File: src/hdl/frame_fifo_pkg.sv
// shared widths, depth, beat struct, pointer type and write-state enum for the frame FIFO
package frame_fifo_pkg;

  // stream data width
  localparam int data_w = 8;

  // storage address width, depth follows from it
  localparam int fifo_aw = 4;
  localparam int fifo_depth = 1 << fifo_aw;

  // one extra msb so a full FIFO can be told from an empty one
  typedef logic [fifo_aw:0] ptr_t;

  // one stream beat, used on both ports and in the storage array
  typedef struct packed {
    logic [data_w-1:0] data;
    logic              last;
    logic              bad;
  } beat_t;

  // write side frame tracking
  typedef enum logic [1:0] {
    // between frames
    wr_idle  = 2'd0,
    // storing the current frame
    wr_store = 2'd1,
    // discarding the rest of an oversize frame
    wr_drop  = 2'd2
  } wr_state_e;

endpackage

File: src/hdl/frame_write_ctrl.sv
// write-side FSM that the top level uses to store, commit, rewind or drop each input beat
`timescale 1ns/100ps

module frame_write_ctrl
  import frame_fifo_pkg::*;
(
  input  logic  clk,
  input  logic  rst,
  input  beat_t in_beat,
  input  logic  in_valid,
  input  logic  full,
  input  logic  full_wr,
  output logic  in_ready,
  output logic  store,
  output logic  commit,
  output logic  rewind,
  output logic  status_good,
  output logic  status_bad,
  output logic  status_overflow
);

  wr_state_e state;

  logic accept;
  logic drop_beat;
  logic last_beat;

  // a frame that alone fills the FIFO keeps flowing so it can be thrown away
  assign in_ready = !full || full_wr;

  assign accept = in_valid && in_ready;
  assign last_beat = accept && in_beat.last;

  // oversize frame just detected or already being dropped
  assign drop_beat = full_wr || (state == wr_drop);

  assign store = accept && !drop_beat;

  // good last beat makes the frame visible to the read side
  assign commit = store && in_beat.last && !in_beat.bad;

  // discard the whole frame on a bad marker or after an overflow
  assign rewind = last_beat && (drop_beat || in_beat.bad);

  always_ff @(posedge clk) begin
    if (rst) begin
      state <= wr_idle;
    end else if (accept) begin
      if (in_beat.last) begin
        state <= wr_idle;
      end else if (drop_beat) begin
        state <= wr_drop;
      end else begin
        state <= wr_store;
      end
    end
  end

  // one-cycle status pulses after the last beat
  always_ff @(posedge clk) begin
    if (rst) begin
      status_good     <= 1'b0;
      status_bad      <= 1'b0;
      status_overflow <= 1'b0;
    end else begin
      status_good     <= commit;
      status_bad      <= store && in_beat.last && in_beat.bad;
      status_overflow <= last_beat && drop_beat;
    end
  end

  // a frame either becomes visible or is discarded but never both
  a_commit_rewind_excl: assert property (
    @(posedge clk) disable iff (rst)
    !(commit && rewind)
  );

endmodule

File: src/hdl/fifo_pointers.sv
// pointer counters of the frame FIFO, giving the top level its full, empty and depth status
`timescale 1ns/100ps

module fifo_pointers
  import frame_fifo_pkg::*;
(
  input  logic clk,
  input  logic rst,
  input  logic store,
  input  logic commit,
  input  logic rewind,
  input  logic rd_advance,
  output ptr_t wr_addr,
  output ptr_t rd_addr,
  output logic full,
  output logic full_wr,
  output logic has_data,
  output ptr_t status_depth,
  output ptr_t status_depth_commit
);

  ptr_t wr_ptr;
  ptr_t commit_ptr;
  ptr_t rd_ptr;

  ptr_t fill;
  ptr_t fill_commit;

  assign wr_addr = wr_ptr;
  assign rd_addr = rd_ptr;

  // full when only the wrap bit differs
  assign full    = wr_ptr == (rd_ptr ^ ptr_t'(fifo_depth));
  // current frame alone occupies the whole array
  assign full_wr = wr_ptr == (commit_ptr ^ ptr_t'(fifo_depth));

  // only committed beats are readable
  assign has_data = commit_ptr != rd_ptr;

  assign fill        = wr_ptr - rd_ptr;
  assign fill_commit = commit_ptr - rd_ptr;

  always_ff @(posedge clk) begin
    if (rst) begin
      wr_ptr     <= '0;
      commit_ptr <= '0;
    end else begin
      // rewind wins over a store of the same beat
      if (rewind) begin
        wr_ptr <= commit_ptr;
      end else if (store) begin
        wr_ptr <= wr_ptr + 1'b1;
      end
      if (commit) begin
        commit_ptr <= wr_ptr + 1'b1;
      end
    end
  end

  always_ff @(posedge clk) begin
    if (rst) begin
      rd_ptr <= '0;
    end else if (rd_advance) begin
      rd_ptr <= rd_ptr + 1'b1;
    end
  end

  // depth status lags the pointers by one cycle
  always_ff @(posedge clk) begin
    if (rst) begin
      status_depth        <= '0;
      status_depth_commit <= '0;
    end else begin
      status_depth        <= fill;
      status_depth_commit <= fill_commit;
    end
  end

  // writer never laps the reader
  a_fill_bounded: assert property (
    @(posedge clk) disable iff (rst)
    fill <= ptr_t'(fifo_depth)
  );

endmodule

File: src/hdl/frame_ram.sv
// frame storage array with a single registered read stage feeding the output path
`timescale 1ns/100ps

module frame_ram
  import frame_fifo_pkg::*;
(
  input  logic  clk,
  input  logic  rst,
  input  logic  store,
  input  ptr_t  wr_addr,
  input  beat_t in_beat,
  input  ptr_t  rd_addr,
  input  logic  has_data,
  input  logic  ram_ready,
  output beat_t ram_beat,
  output logic  ram_valid,
  output logic  rd_advance
);

  beat_t mem [fifo_depth];

  // output register free or being drained this cycle
  assign rd_advance = has_data && (!ram_valid || ram_ready);

  always_ff @(posedge clk) begin
    if (store) begin
      mem[wr_addr[fifo_aw-1:0]] <= in_beat;
    end
  end

  // beat payload, only the valid bit needs a reset
  always_ff @(posedge clk) begin
    if (rd_advance) begin
      ram_beat <= mem[rd_addr[fifo_aw-1:0]];
    end
  end

  always_ff @(posedge clk) begin
    if (rst) begin
      ram_valid <= 1'b0;
    end else if (rd_advance) begin
      ram_valid <= 1'b1;
    end else if (ram_ready) begin
      ram_valid <= 1'b0;
    end
  end

  // held beat survives back-pressure unchanged
  a_hold_stable: assert property (
    @(posedge clk) disable iff (rst)
    (ram_valid && !ram_ready) |=> (ram_valid && $stable(ram_beat))
  );

endmodule

File: src/hdl/frame_pause_gate.sv
// output gate that applies a pause request only on a frame boundary
`timescale 1ns/100ps

module frame_pause_gate
  import frame_fifo_pkg::*;
(
  input  logic  clk,
  input  logic  rst,
  input  beat_t ram_beat,
  input  logic  ram_valid,
  input  logic  out_ready,
  input  logic  pause_req,
  output logic  ram_ready,
  output beat_t out_beat,
  output logic  out_valid,
  output logic  pause_ack
);

  logic in_frame;
  logic xfer;
  logic xfer_last;
  logic at_boundary;

  // paused output hides valid and blocks the upstream stage
  assign out_beat  = ram_beat;
  assign out_valid = ram_valid && !pause_ack;
  assign ram_ready = out_ready && !pause_ack;

  assign xfer      = out_valid && out_ready;
  assign xfer_last = xfer && ram_beat.last;

  // nothing presented and nothing started, or the frame closes now
  assign at_boundary = xfer_last || (!in_frame && !ram_valid);

  always_ff @(posedge clk) begin
    if (rst) begin
      in_frame <= 1'b0;
    end else if (xfer_last) begin
      in_frame <= 1'b0;
    end else if (out_valid) begin
      in_frame <= 1'b1;
    end
  end

  always_ff @(posedge clk) begin
    if (rst) begin
      pause_ack <= 1'b0;
    end else if (pause_ack || at_boundary) begin
      pause_ack <= pause_req;
    end
  end

  // pause takes hold only between frames
  a_pause_on_boundary: assert property (
    @(posedge clk) disable iff (rst)
    $rose(pause_ack) |-> $past(!in_frame || xfer_last)
  );

endmodule

File: src/hdl/frame_fifo_top.sv
// frame FIFO top level, connects write FSM, pointers, storage and pause gate
`timescale 1ns/100ps

module frame_fifo_top
  import frame_fifo_pkg::*;
(
  input  logic  clk,
  input  logic  rst,
  input  beat_t in_beat,
  input  logic  in_valid,
  output logic  in_ready,
  output beat_t out_beat,
  output logic  out_valid,
  input  logic  out_ready,
  input  logic  pause_req,
  output logic  pause_ack,
  output ptr_t  status_depth,
  output ptr_t  status_depth_commit,
  output logic  status_good,
  output logic  status_bad,
  output logic  status_overflow
);

  logic  store;
  logic  commit;
  logic  rewind;
  logic  full;
  logic  full_wr;
  logic  has_data;
  logic  rd_advance;
  ptr_t  wr_addr;
  ptr_t  rd_addr;
  beat_t ram_beat;
  logic  ram_valid;
  logic  ram_ready;

  frame_write_ctrl u_write_ctrl (
    .clk             (clk),
    .rst             (rst),
    .in_beat         (in_beat),
    .in_valid        (in_valid),
    .full            (full),
    .full_wr         (full_wr),
    .in_ready        (in_ready),
    .store           (store),
    .commit          (commit),
    .rewind          (rewind),
    .status_good     (status_good),
    .status_bad      (status_bad),
    .status_overflow (status_overflow)
  );

  fifo_pointers u_pointers (
    .clk                 (clk),
    .rst                 (rst),
    .store               (store),
    .commit              (commit),
    .rewind              (rewind),
    .rd_advance          (rd_advance),
    .wr_addr             (wr_addr),
    .rd_addr             (rd_addr),
    .full                (full),
    .full_wr             (full_wr),
    .has_data            (has_data),
    .status_depth        (status_depth),
    .status_depth_commit (status_depth_commit)
  );

  frame_ram u_ram (
    .clk        (clk),
    .rst        (rst),
    .store      (store),
    .wr_addr    (wr_addr),
    .in_beat    (in_beat),
    .rd_addr    (rd_addr),
    .has_data   (has_data),
    .ram_ready  (ram_ready),
    .ram_beat   (ram_beat),
    .ram_valid  (ram_valid),
    .rd_advance (rd_advance)
  );

  frame_pause_gate u_pause_gate (
    .clk       (clk),
    .rst       (rst),
    .ram_beat  (ram_beat),
    .ram_valid (ram_valid),
    .out_ready (out_ready),
    .pause_req (pause_req),
    .ram_ready (ram_ready),
    .out_beat  (out_beat),
    .out_valid (out_valid),
    .pause_ack (pause_ack)
  );

endmodule

File: config.mk
export PLATFORM = sky130hd
export DESIGN_NAME = frame_fifo_top
export DESIGN_NICKNAME = d
export VERILOG_FILES = /design/src/hdl/frame_fifo_pkg.sv /design/src/hdl/frame_write_ctrl.sv /design/src/hdl/fifo_pointers.sv /design/src/hdl/frame_ram.sv /design/src/hdl/frame_pause_gate.sv /design/src/hdl/frame_fifo_top.sv
export SDC_FILE = /design/constraint.sdc
export NUM_CORES = 1
export LEC_CHECK = 0
export BUFFER_PORTS_ARGS = -buffer_cell sky130_fd_sc_hd__buf_2
export CORE_ASPECT_RATIO = 1.75
export CORE_MARGIN = 8
export CORE_UTILIZATION = 45
export CTS_CLUSTER_DIAMETER = 120
export DETAILED_ROUTE_END_ITERATION = 10
export SLEW_MARGIN = 5
export SYNTH_ARGS = -nofsm -noshare
export SYNTH_HDL_FRONTEND = slang
export SYNTH_SLANG_ARGS = --single-unit
File: constraint.sdc
create_clock -name clk -period 7.05 [get_ports clk]
set_input_delay 0.3525 -clock clk [delete_from_list [all_inputs] [get_ports clk]]
set_output_delay 0.3525 -clock clk [all_outputs]
set_load 0.02 [all_outputs]
### After elaboration in Yosys (flattened, before gate mapping)

Memory sizes are Yosys's and may differ from the RTL's. A register that Yosys moved wholly into a read port is not among the register bits.
Index checks and enable logic that the tools add are counted.

* RAM bits: 160
* input port bits: 15
* memories: 1
* register bits after elaboration: 33

* bitwise operators: 2
* eq/ne operators: 4
* add/subtract/negate cells: 4
* muxes and demuxes: 8
* reduce and logical (&&, ||, !) cells: 29

Memory list
* u_ram.mem: words 16, bits a word 10, rd ports 1, clocked after Yosys merged registers in 1, write ports 1, RTL line frame_ram.sv:20 `beat_t mem [fifo_depth];`

Operators with widths (number)
* logical AND 1 bit: 14
* adder 5 x 1 -> 5 bit (second input constant): 2
* equality test 5 bit: 2
* 2-to-1 mux 5 bit: 2
* subtractor 5 bit: 2
* logical NOT 1 bit: 6
* logical OR 1 bit: 6
* inequality test 5 bit: 1
* 2-to-1 mux 1 bit: 4
* 2-to-1 mux 2 bit: 2
* nonzero test 2 bit: 2
* equality test 2 bit (second input constant): 1
* inverter 1 bit: 2
* OR reduction 2 bit: 1

### Longest topological paths before layout

* depth in word-level cells: 8
* depth in mapped cells: 9

### Modules after synthesis

From an unflattened synthesis, not the netlist that was laid out.

* cells, all modules: 474
* area, all modules: 8245.4 sq um

Modules (own cells, without submodules)
* frame_ram: seq. area each 5124.9 sq um, instances 1, area an instance 6493.7 sq um, cells each 284
* fifo_pointers: seq. area each 500.5 sq um, instances 1, area an instance 1325.0 sq um, cells each 144
* frame_write_ctrl: seq. area each 100.1 sq um, instances 1, area an instance 256.5 sq um, cells each 26
* frame_pause_gate: seq. area each 40.0 sq um, instances 1, area an instance 170.2 sq um, cells each 20

### Worst setup path after synthesis

Ideal clock, no wire load.

* path type: register to register
* start point: register u_pointers.rd_ptr[1] (netlist: u_pointers.rd_addr[1])
* end point: memory u_ram.mem[0][0] (netlist bit) (enable)
* slack: 3.716 ns
* period minus slack after synthesis: 3.334 ns
* cell stages (with the launch flop): 10
* buffers on the path: 2
* arrival: 2.944 ns
* setup time: 0.390 ns
* cell sequence: dfxtp_1 > clkbuf_1 > clkbuf_1 > inv_1 > ha_1 > nand4_1 > o21ai_1 > a211oi_2 > nand2_1 > nor3_1

* cells in the longest elaborated chain, start to end: 7

Ends and longest elaborated chain
* from (decl): RTL line fifo_pointers.sv:24 `ptr_t rd_ptr;`
* from (signal assigned): RTL line fifo_pointers.sv:64 `rd_ptr <= rd_ptr + 1'b1;`
* equality test 5 bit: RTL line fifo_pointers.sv:33 `assign full = wr_ptr == (rd_ptr ^ ptr_t'(fifo_depth));`
* logical NOT 1 bit: RTL line frame_write_ctrl.sv:29 `assign in_ready = !full || full_wr;`
* logical OR 1 bit: RTL line frame_write_ctrl.sv:29
* logical AND 1 bit: RTL line frame_write_ctrl.sv:31 `assign accept = in_valid && in_ready;`
* logical AND 1 bit: RTL line frame_write_ctrl.sv:37 `assign store = accept && !drop_beat;`
* 2-to-1 mux 1 bit: RTL line frame_ram.sv:26 `if (store) begin`
* 2-to-1 mux 1 bit (implied by the code): RTL line frame_ram.sv:27 `mem[wr_addr[fifo_aw-1:0]] <= in_beat;`
* to (decl): RTL line frame_ram.sv:20

No other way between the ends.

### Worst setup path in the final report

* start point: register u_pointers.rd_ptr[0] (netlist: u_pointers.rd_addr[0])
* end point: memory u_ram.mem[9][6] (netlist bit) (enable)

Same word-level chain as after synthesis.

==> flow_summary.html <==
<table>
<tr><th>Metric</th><th>Value</th></tr>
<tr><th colspan="2">Clock network</th></tr>
<tr><td># H-tree levels</td><td>1</td></tr>
<tr><td>Clock latency of the later-clocked register in the worst-skew pair</td><td>0.50 ns</td></tr>
<tr><td>Number of hold buffers added after cts</td><td>0</td></tr>
<tr><td>PostCTS Resize Cnt</td><td>0</td></tr>
<tr><td>Setup Fix Bufs, Post-CTS</td><td>0</td></tr>
<tr><td>Number of sinks handled by clock tree synthesis</td><td>about 200</td></tr>
<tr><td>Clock tree from TritonCTS</td><td>yes</td></tr>
<tr><td>Root cell of the clock tree</td><td>sky130_fd_sc_hd__clkbuf_16</td></tr>
<tr><td>Number of buffers created by CTS</td><td>18</td></tr>
<tr><td>Clock transition at path regs</td><td>~0.07 ns</td></tr>
<tr><td>Max Root-Sink Buffers</td><td>3</td></tr>
<tr><th colspan="2">Final layout</th></tr>
<tr><td>Highest-count cells in the layout ignoring fill and taps</td><td>sky130_fd_sc_hd__edfxtp_1, sky130_fd_sc_hd__mux4_2, sky130_fd_sc_hd__nor2_1</td></tr>
<tr><td>Number of antenna cells inserted</td><td>0</td></tr>
<tr><td>Area taken by flip-flops and latches</td><td>5770 sq um</td></tr>
<tr><td>Fill cell instance count of the final layout</td><td>1403</td></tr>
<tr><td>Area of all placed cells without fillers</td><td>9130 sq um</td></tr>
<tr><td>Number of nets in the layout</td><td>516</td></tr>
<tr><td>Area growth syn-to-layout</td><td>12.8%</td></tr>
<tr><td>Layout cell share with drive strength beyond 1</td><td>0.271</td></tr>
<tr><td>Multi-input combinational cell area</td><td>2210 sq um</td></tr>
<tr><td>Core occupancy in the finished layout</td><td>0.513</td></tr>
<tr><td>Most common cell after layout, fill and taps aside</td><td>sky130_fd_sc_hd__edfxtp_1</td></tr>
<tr><th colspan="2">Place</th></tr>
<tr><td>Post-place instance area</td><td>8540 sq um</td></tr>
<tr><td>HPWL reported at the end of detailed placement</td><td>roughly 13 mm</td></tr>
<tr><td># port buffers</td><td>40</td></tr>
<tr><td>Routability congestion estimate</td><td>0.840</td></tr>
<tr><th colspan="2">Logic synthesis</th></tr>
<tr><td>Warning count from the yosys run</td><td>0</td></tr>
<tr><td>Sequential-to-total area share from yosys stat</td><td>0.713</td></tr>
<tr><td>Post-Synth Adder-Cell Area</td><td>0.0251</td></tr>
<tr><td>Synthesized Nets</td><td>between 400 and 500</td></tr>
<tr><td>Number of instances in the synthesized netlist</td><td>442</td></tr>
<tr><td>Combinational family with the most area after synthesis</td><td>multiplexers</td></tr>
<tr><td>Share of cell area taken by muxes after synthesis</td><td>0.142</td></tr>
<tr><td>Count of distinct cell types in the synthesized netlist</td><td>42</td></tr>
<tr><td>Area share of and/or/nand/nor cells after synthesis</td><td>0.0456</td></tr>
<tr><td>Mapped Area</td><td>8090 sq um</td></tr>
<tr><td>Asr flop ratio synth</td><td>0</td></tr>
<tr><td>Most used DFF post-synth</td><td>sky130_fd_sc_hd__edfxtp_1</td></tr>
<tr><td>Compound-Gate Fraction of Synth Area</td><td>0.0333</td></tr>
<tr><td>Xor-xnor portion of the synthesized cell area</td><td>0.0249</td></tr>
<tr><td>EDFF count, synth</td><td>170</td></tr>
<tr><td>Post-synthesis sequential element count</td><td>203</td></tr>
<tr><td>Average size of a mapped cell</td><td>18.3 sq um</td></tr>
<tr><th colspan="2">Critical path</th></tr>
<tr><td>Critical Path Stages</td><td>7</td></tr>
<tr><td>CP Buf/Inv Count</td><td>1</td></tr>
<tr><td>Register-to-Register Path Depth</td><td>7</td></tr>
<tr><td>Worst-path cell with the longest stage delay</td><td>sky130_fd_sc_hd__nor2_1</td></tr>
<tr><td>Data arrival time of the worst path</td><td>3.90 ns</td></tr>
<tr><td>Sort of element at the end of the critical path</td><td>register</td></tr>
<tr><td>Biggest fanout along the worst timing path</td><td>45</td></tr>
<tr><td>Gate family responsible for the most delay along the worst path</td><td>simple AND/OR/NAND/NOR gates</td></tr>
<tr><td>Data required time at the worst endpoint</td><td>7.16 ns</td></tr>
<tr><td>CP startpoint kind</td><td>register</td></tr>
<tr><td>Critical-path cell list</td><td>buf_4, ha_1, nand4_1, o21ai_1, a211oi_2, nand2_1, nor2_1</td></tr>
<tr><td>Critical path start-end classification</td><td>register to register</td></tr>
<tr><td>Longest individual stage delay on the worst path</td><td>between 0.7 and 0.8 ns</td></tr>
<tr><th colspan="2">STA</th></tr>
<tr><td>Setup TNS</td><td>0 ns</td></tr>
<tr><td>Hold Worst Slack</td><td>0.0895 ns</td></tr>
<tr><td>Final count of negative-setup-slack endpoints</td><td>0</td></tr>
<tr><td>Final worst path period share</td><td>0.539</td></tr>
<tr><td>Worst clock skew on the final layout</td><td>approximately 0.022 ns</td></tr>
<tr><td>Max-slew violation count</td><td>0</td></tr>
<tr><td>Minimum clock period after layout</td><td>3.80 ns</td></tr>
<tr><td>Number of hold-slack violations in the final timing report</td><td>0</td></tr>
<tr><td>Worst-case headroom to the max-slew limit</td><td>0.380</td></tr>
<tr><td>RSZ-0062 raised after global routing</td><td>false</td></tr>
<tr><td>Fmax</td><td>263 MHz</td></tr>
<tr><td>Measured slew at the worst slew-check pin</td><td>0.926 ns</td></tr>
<tr><th colspan="2">Drt</th></tr>
<tr><td>Count of routing violations after the opening detailed-route iteration</td><td>roughly 260</td></tr>
<tr><td>Total Wirelength</td><td>17.9 mm</td></tr>
<tr><td>Number of detailed-route iterations in the first pass</td><td>4</td></tr>
<tr><td>Post-detailed-route wirelength per cell</td><td>24.4 um</td></tr>
<tr><td>Post-DR vias/cell</td><td>around 5.5</td></tr>
<tr><td>ANT nets after route</td><td>0</td></tr>
<tr><td>Vias</td><td>4037</td></tr>
<tr><td>Remaining DRCs</td><td>0</td></tr>
<tr><th colspan="2">Floorplan</th></tr>
<tr><td>Row Count</td><td>65</td></tr>
<tr><td>Core area</td><td>17800 sq um</td></tr>
<tr><td>Die area</td><td>22700 sq um</td></tr>
<tr><td>Die Ht</td><td>193 um</td></tr>
<tr><td>Io pins</td><td>41</td></tr>
<tr><td>Die span in x</td><td>117 um</td></tr>
<tr><td>Starting density of the core</td><td>0.454</td></tr>
<tr><th colspan="2">GRT</th></tr>
<tr><td>Grt total ovfl</td><td>0</td></tr>
<tr><td>Gr usage total</td><td>0.158</td></tr>
<tr><td>Pin count of the biggest net entering global routing</td><td>between 40 and 50</td></tr>
<tr><td>Vias in the first global route</td><td>4162</td></tr>
<tr><td>Antenna violations before repair</td><td>0</td></tr>
<tr><td>Wire length of the first global-routing pass</td><td>26.7 mm</td></tr>
<tr><th colspan="2">Min path</th></tr>
<tr><td>Worst hold stages</td><td>2</td></tr>
<tr><td>Tightest Hold Check Type</td><td>input pin to register</td></tr>
<tr><th colspan="2">Run</th></tr>
<tr><td>Max-cap violation count</td><td>0</td></tr>
<tr><th colspan="2">Status</th></tr>
<tr><td>Result of the run</td><td>complete, no violations</td></tr>
<tr><th colspan="2">Power and ir drop</th></tr>
<tr><td>Cell Pwr Density</td><td>355 nW/um^2</td></tr>
<tr><td>VDD IR-drop max</td><td>183 uV</td></tr>
<tr><td>Total power draw</td><td>0.00324 W</td></tr>
<tr><td>Standby leakage power</td><td>3.00 nW</td></tr>
</table>
==> logic make-up after synthesis <==
family | Yosys count
simple gates | 82
mux | 52
flops | 203
xor+xnor | 23
compound gates | 35
fa+ha+maj | 15
buf+inv | 32
==> cell usage after synthesis (all sizes together) (2+ instances only) <==
master | count | share of area
a211oi | 11 | 0.011
a21o | 5 | 0.0048
a21oi | 7 | 0.0043
a311oi | 4 | 0.0043
and2 | 2 | 0.0017
buf | 8 | 0.0057
clkbuf | 11 | 0.0051
dfxtp | 33 | 0.082
edfxtp | 170 | 0.63
fa | 2 | 0.0049
ha | 13 | 0.020
inv | 13 | 0.0060
mux2i | 2 | 0.0025
mux4 | 50 | 0.14
nand2 | 14 | 0.0065
nand2b | 4 | 0.0031
nand3 | 3 | 0.0019
nand4 | 3 | 0.0023
nor2 | 43 | 0.020
nor2b | 2 | 0.0015
nor3 | 7 | 0.0049
o21ai | 2 | 0.0012
xnor2 | 10 | 0.011
xor2 | 13 | 0.014
==> metal layers <==
layer | vias to the layer above | wire (um) | global-route usage
met5 | - | 0 | 0
met4 | 0 | 670 | 0.0730
met3 | 35 | 800 | 0.0271
met2 | 105 | 10200 | 0.299
met1 | 2076 | 6220 | 0.164
li1 | 1821 | - | -
==> sequential cells by signal, summed over array words and instances (netlist names), 2 cells and up <==
register,count
u_pointers.rd_addr,5
u_pointers.wr_addr,5
u_write_ctrl.state,2
u_pointers.commit_ptr,5
u_pointers.status_depth_commit,5
u_pointers.status_depth,5
u_ram.ram_beat,10
u_ram.mem,160
==> metrics by stage <==
step / setup slack [ns] / cells
finish: 3.25 / 732
global route: 2.92 / 732
CTS: 3.16 / 732
detailed placement: 3.20 / 700
global placement: 3.35 / 700
floorplan: 3.72 / 442
==> cell type report <==
type | instances | area share
timing repair buffer | 43 | 0.0244
clock inverter | 12 | 0.0119
inverter | 13 | 0.00535
sequential | 203 | 0.632
multi-input combinational | 207 | 0.242
clock buffer | 20 | 0.0525
tap | 234 | 0.0321
==> path summary, 6_finish.rpt <==
path                                             from                     to  slack (ns)
worst max-delay path            u_pointers.rd_addr[0]        u_ram.mem[9][6]        3.25
worst min register to register  u_pause_gate.in_frame  u_pause_gate.in_frame        0.51
worst max register to register  u_pointers.rd_addr[0]        u_ram.mem[9][6]        3.25
worst min-delay path                        out_ready  u_pause_gate.in_frame        0.09
==> report_power, final <==
part | internal [W] | leakage, nW | switching [W] | total [W]
sequential | 0.00142 | 1.81 | 0.0000465 | 0.00147
combinational | 0.000331 | 0.909 | 0.000472 | 0.000803
clock | 0.000537 | 0.279 | 0.000437 | 0.000974
(Power assumes the default switching activity.)
